<file path="config.mk">
export PLATFORM = sky130hd
export DESIGN_NAME = ooo_core
export DESIGN_NICKNAME = d
export VERILOG_FILES = /design/src/design/core_pkg.sv /design/src/design/alu_unit.sv /design/src/design/complete_select.sv /design/src/design/inst_decode.sv /design/src/design/mult_unit.sv /design/src/design/ooo_core.sv /design/src/design/reg_state.sv
export SDC_FILE = /design/constraint.sdc
export NUM_CORES = 1
export LEC_CHECK = 0
export ABC_AREA = 1
export BUFFER_PORTS_ARGS = -buffer_cell sky130_fd_sc_hd__clkbuf_2
export CORE_MARGIN = 2
export CORE_UTILIZATION = 37
export DETAILED_ROUTE_END_ITERATION = 16
export GPL_ROUTABILITY_DRIVEN = 0
export SYNTH_ARGS = -nofsm -noshare
export SYNTH_HDL_FRONTEND = slang
export SYNTH_SLANG_ARGS = --single-unit
</file>
<file path="constraint.sdc">
create_clock -name clock -period 7.2 [get_ports clock]
set_clock_uncertainty 0.2 [all_clocks]
set_input_delay 0.72 -clock clock [delete_from_list [all_inputs] [get_ports clock]]
set_output_delay 0.72 -clock clock [all_outputs]
set_load 0.02 [all_outputs]
</file>
<file path="src/design/core_pkg.sv">
// core package: data and index types, opcodes, alu functions, instruction formats
`default_nettype none

package core_pkg;

  //////////////////////////////
  // widths
  //////////////////////////////
  localparam int DATA_W    = 32;
  localparam int NUM_REGS  = 8;
  localparam int REG_IDX_W = $clog2(NUM_REGS);

  typedef logic [DATA_W-1:0]    data_t;
  typedef logic [REG_IDX_W-1:0] reg_idx_t;

  //////////////////////////////
  // encodings
  //////////////////////////////
  // top nibble of the word, codes 6 to f are illegal
  typedef enum logic [3:0] {
    OP_ADD  = 4'h0,
    OP_SUB  = 4'h1,
    OP_AND  = 4'h2,
    OP_XOR  = 4'h3,
    OP_ADDI = 4'h4,
    OP_MUL  = 4'h5
  } opcode_t;

  // set by decode, consumed by the alu
  typedef enum logic [1:0] {
    ALU_ADD,
    ALU_SUB,
    ALU_AND,
    ALU_XOR
  } alu_func_t;

  //////////////////////////////
  // instruction word
  //////////////////////////////
  // register form
  typedef struct packed {
    opcode_t     opcode;  // 31:28
    reg_idx_t    dest;    // 27:25
    reg_idx_t    src_a;   // 24:22
    reg_idx_t    src_b;   // 21:19
    logic [18:0] unused;
  } r_format_t;

  // immediate form, opcode/dest/src_a shared with register form
  typedef struct packed {
    opcode_t            opcode;
    reg_idx_t           dest;
    reg_idx_t           src_a;
    logic [5:0]         unused;  // 21:16
    logic signed [15:0] imm;
  } i_format_t;

  typedef union packed {
    r_format_t r;
    i_format_t i;
  } inst_word_t;

endpackage

`default_nettype wire

</file>
<file path="src/design/alu_unit.sv">
// single-cycle alu with a completion holding register
`timescale 1ns/1ps
`default_nettype none

module alu_unit (
  input  wire logic                clock,
  input  wire logic                reset,
  input  wire logic                issue,
  input  wire core_pkg::alu_func_t func,
  input  wire core_pkg::data_t     op_a,
  input  wire core_pkg::data_t     op_b,
  input  wire core_pkg::reg_idx_t  dest,
  input  wire logic                grant,
  output logic                     req,
  output core_pkg::reg_idx_t       req_dest,
  output core_pkg::data_t          req_data,
  output logic                     free
);
  import core_pkg::*;

  data_t result;
  logic  held;

  always_comb begin
    case (func)
      ALU_ADD: result = op_a + op_b;
      ALU_SUB: result = op_a - op_b;
      ALU_AND: result = op_a & op_b;
      default: result = op_a ^ op_b;
    endcase
  end

  // issue may land on the same edge as a grant
  always_ff @(posedge clock) begin
    if (reset) begin
      held <= 1'b0;
    end else if (issue) begin
      held <= 1'b1;
    end else if (grant) begin
      held <= 1'b0;
    end
  end

  always_ff @(posedge clock) begin
    if (issue) begin
      req_dest <= dest;
      req_data <= result;
    end
  end

  assign req  = held;
  assign free = ~held | grant;

endmodule

`default_nettype wire

</file>
<file path="src/design/complete_select.sv">
// completion select: fixed priority grant, write-back port, registered result bus
`timescale 1ns/1ps
`default_nettype none

module complete_select (
  input  wire logic               clock,
  input  wire logic               reset,
  // alu offer
  input  wire logic               alu_req,
  input  wire core_pkg::reg_idx_t alu_dest,
  input  wire core_pkg::data_t    alu_data,
  output logic                    alu_grant,
  // multiplier offer
  input  wire logic               mult_req,
  input  wire core_pkg::reg_idx_t mult_dest,
  input  wire core_pkg::data_t    mult_data,
  output logic                    mult_grant,
  // write-back to register state
  output logic                    wr_en,
  output core_pkg::reg_idx_t      wr_idx,
  output core_pkg::data_t         wr_data,
  // cdb, one cycle behind write-back
  output logic                    cdb_valid,
  output core_pkg::reg_idx_t      cdb_tag,
  output core_pkg::data_t         cdb_data
);

  // multiplier first, it has waited longer
  assign mult_grant = mult_req;
  assign alu_grant  = alu_req & ~mult_req;

  // one result per cycle
  assign wr_en   = alu_req | mult_req;
  assign wr_idx  = mult_req ? mult_dest : alu_dest;
  assign wr_data = mult_req ? mult_data : alu_data;

  //////////////////////////////
  // broadcast register
  //////////////////////////////
  always_ff @(posedge clock) begin
    if (reset) begin
      cdb_valid <= 1'b0;
    end else begin
      cdb_valid <= wr_en;
    end
  end

  // tag and data only matter while valid
  always_ff @(posedge clock) begin
    if (wr_en) begin
      cdb_tag  <= wr_idx;
      cdb_data <= wr_data;
    end
  end

endmodule

`default_nettype wire

</file>
<file path="src/design/inst_decode.sv">
// instruction decode: field split, hazard check, ready and issue strobes, operand b mux
`timescale 1ns/1ps
`default_nettype none

module inst_decode (
  input  wire logic                 in_valid,
  input  wire core_pkg::inst_word_t in_inst,
  output logic                      in_ready,
  // register file side
  output core_pkg::reg_idx_t        src_a_idx,
  output core_pkg::reg_idx_t        src_b_idx,
  input  wire logic                 busy_a,
  input  wire logic                 busy_b,
  input  wire logic                 busy_dest,
  input  wire core_pkg::data_t      rd_b,
  // unit occupancy
  input  wire logic                 alu_free,
  input  wire logic                 mult_free,
  // issue side
  output logic                      alu_issue,
  output logic                      mult_issue,
  output logic                      set_busy,
  output core_pkg::reg_idx_t        issue_dest,
  output core_pkg::alu_func_t       alu_func,
  output core_pkg::data_t           op_b,
  output logic                      illegal_seen
);
  import core_pkg::*;

  opcode_t opcode;
  logic    legal;
  logic    is_mul;
  logic    use_imm;
  data_t   imm_value;
  logic    hazard;
  logic    take;

  // opcode, dest and src_a sit at the same bits in both forms
  assign opcode     = in_inst.r.opcode;
  assign issue_dest = in_inst.r.dest;
  assign src_a_idx  = in_inst.r.src_a;
  // only meaningful for register form
  assign src_b_idx  = in_inst.r.src_b;

  always_comb begin
    legal    = 1'b1;
    is_mul   = 1'b0;
    use_imm  = 1'b0;
    alu_func = ALU_ADD;
    case (opcode)
      OP_ADD:  alu_func = ALU_ADD;
      OP_SUB:  alu_func = ALU_SUB;
      OP_AND:  alu_func = ALU_AND;
      OP_XOR:  alu_func = ALU_XOR;
      // addi reuses the alu adder
      OP_ADDI: use_imm  = 1'b1;
      OP_MUL:  is_mul   = 1'b1;
      default: legal    = 1'b0;
    endcase
  end

  // immediate form read, sign-extended to a full word
  assign imm_value = {{(DATA_W-16){in_inst.i.imm[15]}}, in_inst.i.imm};
  assign op_b      = use_imm ? imm_value : rd_b;

  // raw/waw via busy bits, structural via unit holding registers
  // src_b is don't-care bits for immediate form
  assign hazard = busy_a | (busy_b & ~use_imm) | busy_dest |
                  (is_mul ? ~mult_free : ~alu_free);

  // illegal opcodes never stall
  assign in_ready = ~legal | ~hazard;
  assign take     = in_valid & in_ready;

  // one strobe per transfer
  assign alu_issue    = take & legal & ~is_mul;
  assign mult_issue   = take & legal & is_mul;
  assign set_busy     = alu_issue | mult_issue;
  assign illegal_seen = take & ~legal;

endmodule

`default_nettype wire

</file>
<file path="src/design/mult_unit.sv">
// iterative shift-add multiplier, fixed latency, with a completion holding register
`timescale 1ns/1ps
`default_nettype none

module mult_unit #(
  parameter int MULT_CYCLES = 4
) (
  input  wire logic               clock,
  input  wire logic               reset,
  input  wire logic               issue,
  input  wire core_pkg::data_t    op_a,
  input  wire core_pkg::data_t    op_b,
  input  wire core_pkg::reg_idx_t dest,
  input  wire logic               grant,
  output logic                    req,
  output core_pkg::reg_idx_t      req_dest,
  output core_pkg::data_t         req_data,
  output logic                    free
);
  import core_pkg::*;

  // multiplier bits consumed per step, MULT_CYCLES steps cover the word
  localparam int STEP  = (DATA_W + MULT_CYCLES - 1) / MULT_CYCLES;
  localparam int CNT_W = $clog2(MULT_CYCLES);

  logic             busy;
  logic [CNT_W-1:0] count;
  data_t            acc;
  data_t            mcand;
  data_t            mplier;
  data_t            step_acc;
  data_t            step_mcand;
  data_t            step_mplier;
  data_t            partial;
  logic             stepping;

  // first step runs straight from the operands on the issue edge
  always_comb begin
    step_acc    = issue ? '0   : acc;
    step_mcand  = issue ? op_a : mcand;
    step_mplier = issue ? op_b : mplier;
    partial     = step_mcand * data_t'(step_mplier[STEP-1:0]);
  end

  assign stepping = issue | (busy & (count != '0));

  //////////////////////////////
  // control
  //////////////////////////////
  always_ff @(posedge clock) begin
    if (reset) begin
      busy  <= 1'b0;
      count <= '0;
    end else if (issue) begin
      busy  <= 1'b1;
      count <= CNT_W'(MULT_CYCLES - 1);
    end else if (grant) begin
      busy  <= 1'b0;
    end else if (stepping) begin
      count <= count - 1'b1;
    end
  end

  //////////////////////////////
  // datapath
  //////////////////////////////
  // low word only, upper product bits dropped
  always_ff @(posedge clock) begin
    if (stepping) begin
      acc    <= step_acc + partial;
      mcand  <= step_mcand << STEP;
      mplier <= step_mplier >> STEP;
    end
    if (issue) begin
      req_dest <= dest;
    end
  end

  // result sits in acc once the count runs out
  assign req      = busy & (count == '0);
  assign req_data = acc;
  assign free     = ~busy | grant;

endmodule

`default_nettype wire

</file>
<file path="src/design/ooo_core.sv">
// core top level: decode, register state, alu, multiplier, completion select
`timescale 1ns/1ps
`default_nettype none

module ooo_core #(
  parameter int MULT_CYCLES = 4
) (
  input  wire logic                 clock,
  input  wire logic                 reset,
  // instruction input, valid/ready
  input  wire logic                 in_valid,
  output logic                      in_ready,
  input  wire core_pkg::inst_word_t in_inst,
  // result bus
  output logic                      cdb_valid,
  output core_pkg::reg_idx_t        cdb_tag,
  output core_pkg::data_t           cdb_data,
  output logic                      illegal
);
  import core_pkg::*;

  // decode to register state
  reg_idx_t  src_a_idx;
  reg_idx_t  src_b_idx;
  reg_idx_t  issue_dest;
  logic      busy_a;
  logic      busy_b;
  logic      busy_dest;
  logic      set_busy;
  logic      illegal_seen;
  data_t     rd_a;
  data_t     rd_b;
  // issue to units
  logic      alu_issue;
  logic      mult_issue;
  alu_func_t alu_func;
  data_t     op_b;
  logic      alu_free;
  logic      mult_free;
  // units to completion
  logic      alu_req;
  logic      alu_grant;
  reg_idx_t  alu_dest;
  data_t     alu_data;
  logic      mult_req;
  logic      mult_grant;
  reg_idx_t  mult_dest;
  data_t     mult_data;
  // write-back
  logic      wr_en;
  reg_idx_t  wr_idx;
  data_t     wr_data;

  inst_decode i_decode (
    .in_valid(in_valid), .in_inst(in_inst), .in_ready(in_ready),
    .src_a_idx(src_a_idx), .src_b_idx(src_b_idx),
    .busy_a(busy_a), .busy_b(busy_b), .busy_dest(busy_dest), .rd_b(rd_b),
    .alu_free(alu_free), .mult_free(mult_free),
    .alu_issue(alu_issue), .mult_issue(mult_issue), .set_busy(set_busy),
    .issue_dest(issue_dest), .alu_func(alu_func), .op_b(op_b),
    .illegal_seen(illegal_seen)
  );

  reg_state i_regs (
    .clock(clock), .reset(reset),
    .src_a_idx(src_a_idx), .src_b_idx(src_b_idx), .dest_idx(issue_dest),
    .rd_a(rd_a), .rd_b(rd_b),
    .busy_a(busy_a), .busy_b(busy_b), .busy_dest(busy_dest),
    .set_busy(set_busy), .set_idx(issue_dest),
    .wr_en(wr_en), .wr_idx(wr_idx), .wr_data(wr_data),
    .illegal_seen(illegal_seen), .illegal(illegal)
  );

  alu_unit i_alu (
    .clock(clock), .reset(reset),
    .issue(alu_issue), .func(alu_func), .op_a(rd_a), .op_b(op_b), .dest(issue_dest),
    .grant(alu_grant), .req(alu_req), .req_dest(alu_dest), .req_data(alu_data),
    .free(alu_free)
  );

  // register form only, so op_b is the rd_b read
  mult_unit #(
    .MULT_CYCLES(MULT_CYCLES)
  ) i_mult (
    .clock(clock), .reset(reset),
    .issue(mult_issue), .op_a(rd_a), .op_b(op_b), .dest(issue_dest),
    .grant(mult_grant), .req(mult_req), .req_dest(mult_dest), .req_data(mult_data),
    .free(mult_free)
  );

  complete_select i_select (
    .clock(clock), .reset(reset),
    .alu_req(alu_req), .alu_dest(alu_dest), .alu_data(alu_data), .alu_grant(alu_grant),
    .mult_req(mult_req), .mult_dest(mult_dest), .mult_data(mult_data),
    .mult_grant(mult_grant),
    .wr_en(wr_en), .wr_idx(wr_idx), .wr_data(wr_data),
    .cdb_valid(cdb_valid), .cdb_tag(cdb_tag), .cdb_data(cdb_data)
  );

endmodule

`default_nettype wire

</file>
<file path="src/design/reg_state.sv">
// register state: register file, per-register busy bits, sticky illegal flag
`timescale 1ns/1ps
`default_nettype none

module reg_state (
  input  wire logic               clock,
  input  wire logic               reset,
  // combinational read side
  input  wire core_pkg::reg_idx_t src_a_idx,
  input  wire core_pkg::reg_idx_t src_b_idx,
  input  wire core_pkg::reg_idx_t dest_idx,
  output core_pkg::data_t         rd_a,
  output core_pkg::data_t         rd_b,
  output logic                    busy_a,
  output logic                    busy_b,
  output logic                    busy_dest,
  // issue marks the destination busy
  input  wire logic               set_busy,
  input  wire core_pkg::reg_idx_t set_idx,
  // write-back from completion
  input  wire logic               wr_en,
  input  wire core_pkg::reg_idx_t wr_idx,
  input  wire core_pkg::data_t    wr_data,
  input  wire logic               illegal_seen,
  output logic                    illegal
);
  import core_pkg::*;

  data_t               regs [NUM_REGS];
  logic [NUM_REGS-1:0] busy;

  // no bypass, dependent reads see the value the cycle after write-back
  assign rd_a      = regs[src_a_idx];
  assign rd_b      = regs[src_b_idx];
  assign busy_a    = busy[src_a_idx];
  assign busy_b    = busy[src_b_idx];
  assign busy_dest = busy[dest_idx];

  always_ff @(posedge clock) begin
    if (reset) begin
      for (int i = 0; i < NUM_REGS; i++) begin
        regs[i] <= '0;
      end
    end else if (wr_en) begin
      regs[wr_idx] <= wr_data;
    end
  end

  // clear first, then set, so a set on the same index wins
  always_ff @(posedge clock) begin
    if (reset) begin
      busy <= '0;
    end else begin
      if (wr_en) begin
        busy[wr_idx] <= 1'b0;
      end
      if (set_busy) begin
        busy[set_idx] <= 1'b1;
      end
    end
  end

  // stays high until reset
  always_ff @(posedge clock) begin
    if (reset) begin
      illegal <= 1'b0;
    end else if (illegal_seen) begin
      illegal <= 1'b1;
    end
  end

endmodule

`default_nettype wire

</file>
# After elaboration in Yosys (flattened, before gate mapping)
# Memories as Yosys holds them, arrays and structs flattened.
# Cells that the tools add are included.
# totals
rom_bits	0
memories	1
out_inout_bits	38
wordCells	119
ff_bits	167
latch_bits	0
ramBits	256
# classes
mul	1
eq_ne	8
order_cmp	6
n_reduce_logical	12
muxes	40
add_sub_neg	4
bitwise_logic	32
n_div	0
shift	0
# mem_list
name	words	word_bits	rd	rd_ports_with_merged_regs	write_ports	line	text
i_regs.regs	8	32	2	0	8	reg_state.sv:29	data_t regs [NUM_REGS];
# ops
operator	count
$mux 32	5
$pmux 32 s3	1
$add 32x32->32	2
$and 32x32->32	1
$mul 32x8->32	1
$reduce_or 32->1	1
$sub 32x32->32	1
$xor 32x32->32	1
$mux 24	1
$mux 8	3
$mux 1	19
$lt 3x4->1 const B	4
$and 1x1->1	9
$bmux 1 s3	3
$not 1->1	9
$or 1x1->1	9
$and 8x8->8	1
$eq 4x2->1 const B	2
$eq 4x3->1 const B	2
$not 8->8	1
$or 8x8->8	1
$reduce_bool 2->1	4
$demux 1 s3	2
$ge 3x1->1 const B	2
13 further kinds	18

# Depth between registers and ports, before layout
# Gate-level depths: netlist of the first run.
# depth
ltp_word	17
depth_mapped	44
mapped_depth_nobuf	40

# Hierarchy
# A second synthesis of the first run with hierarchy kept.
# unflattened
cells_unflattened	4683
hier_area_um2	34643.2
# modules_own_cells
mod	seq_area_each_um2	cells_per_inst	area_each_um2	n_inst
reg_state	7867.5	2154	15763.9	1
mult_unit	2552.4	1378	11313.4	1
alu_unit	1071.0	872	5418.9	1
complete_select	1071.0	155	1596.5	1
inst_decode	0.0	124	550.5	1

# Worst setup path after synthesis of the first run
# No wires, ideal clock.
# synth_path
path_type	input to register
startpoint	input in_inst[25] in the netlist's numbering
endpoint	register i_mult.acc[27], in the netlist i_mult.req_data[27] (data pin)
stages	35
t_arrival_ps	6363
setup_ps	262
setup_slack_ps	375
path_cell_list	buf_4 -> inv_4 -> nand2_1 -> nand3_1 -> nand2_1 -> nor2_1 -> nand2_1 -> nor2_2 -> nand4_2 -> buf_6 -> buf_6 -> inv_2 -> buf_6 -> buf_4 -> nand2_1 -> inv_1 -> nand2_1 -> fa_1 -> inv_1 -> fa_1 -> inv_1 -> fa_1 -> fa_1 -> inv_1 -> ha_1 -> a21oi_1 -> o21ai_1 -> a21oi_1 -> o21ai_1 -> a21o_1 -> a21oi_1 -> o21ai_1 -> a21oi_1 -> o21ai_1 -> xor2_1
# synth_between
elab_chain_len	12
# synth_rtl
item	line	text
start, declared	ooo_core.sv:13	input wire core_pkg::inst_word_t in_inst,
$bmux 1 s3	reg_state.sv:37	assign busy_dest = busy[dest_idx];
$mux 1 (not written as such)	reg_state.sv:37	
$or 1x1->1 (2 in a row)	inst_decode.sv:68	assign hazard = busy_a | (busy_b & ~use_imm) | busy_dest |
$not 1->1	inst_decode.sv:72	assign in_ready = ~legal | ~hazard;
$or 1x1->1	inst_decode.sv:72	
$and 1x1->1	inst_decode.sv:73	assign take = in_valid & in_ready;
$and 1x1->1 (2 in a row)	inst_decode.sv:77	assign mult_issue = take & legal & is_mul;
net i_decode.mult_issue	inst_decode.sv:21	output logic mult_issue,
$mux 32	mult_unit.sv:40	step_mcand = issue ? op_a : mcand;
net i_mult.step_mcand[6]	mult_unit.sv:32	data_t step_mcand;
$mul 32x8->32	mult_unit.sv:42	partial = step_mcand * data_t'(step_mplier[STEP-1:0]);
$add 32x32->32	mult_unit.sv:70	acc <= step_acc + partial;
end signal, assigned	mult_unit.sv:70	
end, declared	mult_unit.sv:28	data_t acc;
# The timed path passes the listed nets, and every way through them passes these cells. The select of a mux whose other input is x is not followed.
# A chain may end at the register's enable or synchronous reset.

# Worst setup path after layout of the first run
# layout_path
startpoint	register i_mult.count[0]
endpoint	register i_mult.acc[27], in the netlist i_mult.req_data[27] (data pin)
# layout_between
elab_chain_len	16
# layout_rtl
item	line	text
start, declared	mult_unit.sv:27	logic [CNT_W-1:0] count;
start signal, assigned	mult_unit.sv:56	count <= CNT_W'(MULT_CYCLES - 1);
start signal, assigned	mult_unit.sv:60	count <= count - 1'b1;
$logic_not 2->1 *	mult_unit.sv:80	assign req = busy & (count == '0);
$and 1x1->1 *	mult_unit.sv:80	
$not 1->1	complete_select.sv:30	assign alu_grant = alu_req & ~mult_req;
$and 1x1->1	complete_select.sv:30	
$or 1x1->1	alu_unit.sv:52	assign free = ~held | grant;
$not 1->1	inst_decode.sv:69	(is_mul ? ~mult_free : ~alu_free);
$mux 1 *	inst_decode.sv:69	
$or 1x1->1 *	inst_decode.sv:68	
$not 1->1 *	inst_decode.sv:72	
$or 1x1->1 *	inst_decode.sv:72	
$and 1x1->1 *	inst_decode.sv:73	
$and 1x1->1 * (2 in a row)	inst_decode.sv:77	
$mux 32 *	mult_unit.sv:40	
net i_mult.step_mcand[1]	mult_unit.sv:32	
$mul 32x8->32 *	mult_unit.sv:42	
$add 32x32->32 *	mult_unit.sv:70	
# Mark *: on every way through the listed nets, which the timed path passes. The rest lies on a longest branch.

==> results of run 1 <==
==> through the flow <==
step / area, um2 / hold WS [ns]
final: 36860 / 0.1408
after global routing: 36860 / 0.1401
after CTS: 36850 / 0.1183
after detailed placement: 35010 / 0.2572
after global placement: 35010 / 0.2501
after floorplan: 31430 / 0.2393
==> layer usage <==
metal	global-route usage, %	vias up	part of all wire [%]
li1	-	12850	-
met1	34.26	13410	42
met2	38.94	1314	45
met3	3.375	227	8.6
met4	10.13	0	4.2
met5	0	-	0
==> Yosys cell counts, types with 28 or more instances <==
cell type  instances  area [um2]
a21oi_1          255        1276
a22oi_1           28       210.2
buf_2             51       255.2
clkbuf_1          85       319.1
edfxtp_1         409       12280
fa_1             187        3744
ha_1             106        1326
inv_1            462        1734
nand2_1          869        3262
nand3_1          257        1286
nand4_1           31       193.9
nor2_1           502        1884
o21ai_0          128       640.6
o21ai_1           52       260.3
or2_2             52       325.3
xor2_1            53       464.2
==> where the power goes <==
group          internal (W)  leakage (nW)  total, W  switching (W)
registers           0.00279          4.13   0.00282      0.0000289
clock network       0.00176         0.886   0.00288        0.00113
logic              0.000535          11.8   0.00150       0.000967
==> critical path, delay by kind of cell (launching register included) <==
| family | cells | cell delay (ns) |
|---|---|---|
| adders and majority gates | 6 | 2.38 |
| AOI/OAI and AO/OA | 9 | 1.58 |
| buffers and inverters | 9 | 1.15 |
| and+or+nand+nor | 9 | 0.75 |
| DFF | 1 | 0.32 |
| xor gates and xnor gates | 1 | 0.17 |
==> cell type report <==
class                      instances  area (um2)  area share, %
clock buffer                      60        1331          3.612
inverter                         480        1810          4.912
multi-input combinational       2681       16260          44.12
tap                             1134        1419          3.850
clock inverter                    33       506.7          1.375
antenna                            1       2.502       0.006789
timing repair buffer             384        2965          8.045
sequential                       423       12560          34.08
==> worst max-delay path by stage <==
stage,to,depth (start not counted),startpoint,slack (ns)
CTS,i_mult.req_data[27],34,i_mult.count[0],0.30
finish,i_mult.req_data[27],34,i_mult.count[0],0.36
global route,i_mult.req_data[27],34,i_mult.count[0],0.001
floorplan,i_mult.req_data[27],35,in_inst[25],0.37
global placement,i_mult.req_data[27],32,in_inst[19],0.02
detailed placement,i_mult.req_data[27],32,in_inst[19],0.009
==> cells by family (layout without fill, tap and decap cells) <==
| family | Yosys count | after routing |
|---|---|---|
| flops | 423 | 423 |
| other cells | 0 | 1 |
| xor+xnor | 60 | 60 |
| fa+ha+maj | 293 | 293 |
| simple gates | 1753 | 1753 |
| compound gates | 575 | 575 |
| buf+inv | 665 | 957 |
==> registers in the layout (all words and copies together), names as in the netlist, 2 cells and up <==
| name | cells |
|---|---|
| i_alu.req_data | 32 |
| i_alu.req_dest | 3 |
| i_mult.count | 2 |
| i_mult.mcand | 24 |
| i_mult.mplier | 24 |
| i_mult.req_data | 32 |
| i_mult.req_dest | 3 |
| i_regs.busy | 8 |
| i_regs.regs | 256 |
| i_select.cdb_data | 32 |
| i_select.cdb_tag | 3 |
==> flow_summary.json, run 1 <==
{
  "outcome": "completed",
  "worst_path_max_delay_cell": "fa_1",
  "r2r_cells": 34,
  "setup_viol": 0,
  "synth-simple-area-share_pct": 23.08,
  "grt_usage_pct": 24.71,
  "synth_top_family_by_area": "simple AND/OR/NAND/NOR gates",
  "layout_common_cells": "860 x nand2_1, 499 x nor2_1, 461 x inv_1",
  "rsz0062_at_grt": "no",
  "worstSetupPathType": "reg -> reg",
  "period_needed_ns": 6.837,
  "synth_edf_count": 409,
  "post-route-util_pct": 43.97,
  "grt_overflow": 0,
  "cts_resized": 0,
  "reg2reg_slack_ns": 0.36,
  "drt_iter0_drc": 2888,
  "period_share_pct": 94.95,
  "vias": 27800,
  "synth_cells": 3769,
  "drv_slew": 0,
  "finalWorstSetupSlack_ns": 0.3633,
  "synth_area_per_cell_um2": 8.340,
  "route.detailed.drc": 0,
  "power.density_nw_per_um2": 195.4,
  "io_pins": 73,
  "finalSetupTns_ns": 0,
  "grt_max_degree": 86,
  "synthesis.area_um2": 31430,
  "wl_mm": 106.7,
  "finalNonFillerCells": 5196,
  "clockBufferDepth": 3,
  "final_common_cell": "nand2_1",
  "dr.pass1.iters": 7,
  "async_reset_ff_share_pct": 0,
  "antenna_left": 0,
  "worst_pin_slew_ns": 1.166,
  "nets": 4349,
  "die_h_um": 295.5,
  "cts_sinks": 423,
  "syn_to_final_growth_pct": 17.25,
  "cts_tree": "done",
  "syn_nets": 4097,
  "cp-start-kind": "flip-flop",
  "synthAdderAreaFrac_pct": 16.13,
  "cts_buffers": 51,
  "r2r_end": "i_mult.req_data[27]",
  "hp-start": "in_inst[27]",
  "synth_seq_area_share_pct": 39.96,
  "clk_transition_reported_paths_ns": 0.06,
  "cp-end-kind": "flip-flop",
  "rows": 106,
  "drv_cap": 0,
  "timing.rr.start": "i_mult.count[0]",
  "port_buffers": 69,
  "core-area_um2": 83820,
  "hold_depth": 1,
  "ys_types": 52,
  "critPathRequiredTime_ns": 7.35,
  "die-area_um2": 87300,
  "cts_htree_levels": 2,
  "dp_cells": 5102,
  "antenna_found_initial": 0,
  "wire_per_inst_um": 20.54,
  "pre_cts_slack_ns": 0.009148,
  "p_leak_nw": 16.82,
  "synthXorXnorAreaFrac_pct": 1.672,
  "finalPower_w": 0.007203,
  "die_w_um": 295.5,
  "synth_mux_area_share_pct": 0,
  "crit_fanout": 46,
  "postCtsHoldBufs": 0,
  "dpl.hpwl_mm": 74.75,
  "final_hold_viol_count": 0,
  "hold_path.class": "in -> reg",
  "synth_ff_type": "edfxtp_1",
  "grt_pass1_vias": 26670,
  "cts_root_buf": "clkbuf_16",
  "drive_gt1_share_pct": 14.87,
  "synth_compound_area_share_pct": 10.54,
  "vias_per_cell": 5.351,
  "clk_latency_ns": 0.63,
  "ir_drop_uv": 184.7,
  "initial_core_util_pct": 37.50,
  "arrival_ns": 6.99,
  "postCtsSetupBuffers": 0,
  "yosys_register_bits": 423,
  "slew_headroom_pct": 22.00,
  "yosys_warnings": 0,
  "nFillCells": 8336,
  "grt_first_pass_wirelength_mm": 163.0,
  "slowest_delay_ns": 0.50,
  "min_to": "i_alu.req_dest[2]",
  "clock.fmax_mhz": 146.3
}
(Power assumes the default switching activity.)
==> run 2, diff against run 1 <==
--- a/config.mk
+++ b/config.mk
@@ -7,10 +7,13 @@
 export LEC_CHECK = 0
 export ABC_AREA = 1
 export BUFFER_PORTS_ARGS = -buffer_cell sky130_fd_sc_hd__clkbuf_2
+export CORE_ASPECT_RATIO = 1.2
 export CORE_MARGIN = 2
 export CORE_UTILIZATION = 37
 export DETAILED_ROUTE_END_ITERATION = 16
 export GPL_ROUTABILITY_DRIVEN = 0
+export PLACE_DENSITY_LB_ADDON = 0.3
+export SETUP_SLACK_MARGIN = 0.3
 export SYNTH_ARGS = -nofsm -noshare
 export SYNTH_HDL_FRONTEND = slang
 export SYNTH_SLANG_ARGS = --single-unit
==> flow_summary.json, run 2 (same netlist as run 1, synthesis figures left out) <==
{
  "outcome": "completed",
  "min_to": "i_regs.illegal",
  "die_h_um": 323.3,
  "critPathRequiredTime_ns": 7.38,
  "nFillCells": 8294,
  "nets": 4340,
  "drive_gt1_share_pct": 14.99,
  "clk_transition_reported_paths_ns": 0.06,
  "antenna_found_initial": 2,
  "drv_cap": 0,
  "largest-register": "i_regs.regs",
  "route.detailed.drc": 0,
  "period_share_pct": 91.48,
  "postCtsHoldBufs": 0,
  "clockBufferDepth": 3,
  "m1WireLength_mm": 39.65,
  "clk_latency_ns": 0.62,
  "worst_pin_slew_ns": 1.026,
  "slew_headroom_pct": 31.13,
  "core-area_um2": 84470,
  "wire_per_inst_um": 19.73,
  "cp-end-kind": "flip-flop",
  "syn_to_final_growth_pct": 16.46,
  "die-area_um2": 87310,
  "post-route-util_pct": 43.34,
  "p_leak_nw": 16.66,
  "layout_common_cells": "859 x nand2_1, 492 x nor2_1, 460 x inv_1",
  "wl_met3_mm": 6.702,
  "p_int_w": 0.004723,
  "drv_slew": 0,
  "grt_usage_pct": 23.36,
  "rows": 117,
  "grt_max_degree": 87,
  "cts_tree": "done",
  "arrival_ns": 6.77,
  "grt_first_pass_wirelength_mm": 156.0,
  "final_hold_viol_count": 0,
  "r2r_end": "i_mult.req_data[31]",
  "port_buffers": 69,
  "crit_top_cell": "nand2_1",
  "hold_path.class": "in -> reg",
  "ir_drop_uv": 146.2,
  "clkPwrFrac_pct": 36.6,
  "vias_per_cell": 5.259,
  "reg2reg_slack_ns": 0.61,
  "p_comb_share_pct": 21.7,
  "crit_fanout": 15,
  "hp-start": "in_valid",
  "setup_viol": 0,
  "cts_htree_levels": 2,
  "die_w_um": 270.1,
  "highest-signal-layer": "met5",
  "clock.fmax_mhz": 151.8,
  "final_common_cell": "nand2_1",
  "power.density_nw_per_um2": 184.4,
  "dpl.hpwl_mm": 73.49,
  "largest_reg_flops": 256,
  "drt_iter0_drc": 1984,
  "worst_path_max_delay_cell": "fa_1",
  "switching_share_pct": 30.04,
  "io_pins": 73,
  "cts_buffers": 47,
  "grt_pass1_vias": 27010,
  "p_seq_share_pct": 41.7,
  "cts_root_buf": "clkbuf_16",
  "grt_overflow": 0,
  "timing.rr.start": "i_mult.count[0]",
  "dr.pass1.iters": 7,
  "slowest_delay_ns": 0.49,
  "hold_depth": 3,
  "vias": 27250,
  "initial_core_util_pct": 37.21,
  "p_sw_w": 0.002028,
  "wl_mm": 102.2,
  "wl_met2_mm": 50.78,
  "finalPower_w": 0.006751,
  "r2r_cells": 37,
  "rsz0062_at_grt": "no",
  "period_needed_ns": 6.587,
  "cts_sinks": 423,
  "antenna_left": 0,
  "cp-start-kind": "flip-flop",
  "worstSetupPathType": "reg -> reg"
}
-- run 2: how the worst max path moves through the flow --
stage	start	end	slack [ns]
after global routing	i_mult.count[0]	i_mult.req_data[31]	0.30
final	i_mult.count[0]	i_mult.req_data[31]	0.61
after floorplan	in_inst[25]	i_mult.req_data[27]	0.37
after global placement	in_inst[23]	i_mult.req_data[31]	-0.05
after detailed placement	in_inst[23]	i_mult.req_data[25]	-0.01
after CTS	i_mult.count[0]	i_mult.req_data[25]	0.45
-- run 2: stage by stage --
step                cells  hold WS [ns]  setup TNS [ns]  worst slack, ns  area (um2)
finish               5181        0.1694               0           0.6134       36610
global route         5180        0.1804               0           0.3006       36610
CTS                  5178        0.1507               0           0.4516       36510
detailed placement   5091        0.2622        -0.01714         -0.01451       34970
global placement     5091        0.2522        -0.04621         -0.04621       34970
floorplan            3769        0.2393               0           0.3749       31430
-- run 2: metal layers --
metal,up-vias,track usage (%)
li1,12820,-
met1,13100,27.85
met2,1052,41.62
met3,274,3.185
met4,2,11.01
met5,-,0
-- run 2: critical path: cells and delay by family, from the launching register on --
| kind | cells | cell delay [ns] |
|---|---|---|
| flops | 1 | 0.32 |
| simple gates | 17 | 1.67 |
| fa+ha+maj | 6 | 2.43 |
| buf+inv | 10 | 0.98 |
| compound gates | 4 | 0.74 |
-- run 2: what timing repair did --
| action | 4_1_cts | 5_1_grt |
|---|---|---|
| endpoints found under the setup margin | 0 | 9 |
| gates resized for setup | 0 | 26 |
| setup buffers | 0 | 2 |
-- run 2: power groups by stage --
stage	registers [W]	clock network, W	logic (W)
3_5_place_dp	0.00287	0	0.00143
4_1_cts	0.00282	0.00251	0.00144
3_3_place_gp	0.00287	0	0.00142
5_1_grt	0.00282	0.00258	0.00162
6_report	0.00282	0.00247	0.00146
2_1_floorplan	0.00287	0	0.000907
-- run 2: layout make-up --
type                       count  area, um2  share of cell area [%]
antenna                        1      2.502                0.006836
timing repair buffer         379       2953                   8.066
inverter                     480       1815                   4.959
tap                         1130       1414                   3.862
sequential                   423      12560                   34.32
clock inverter                33      316.6                  0.8647
multi-input combinational   2681      16320                   44.58
clock buffer                  54       1224                   3.343
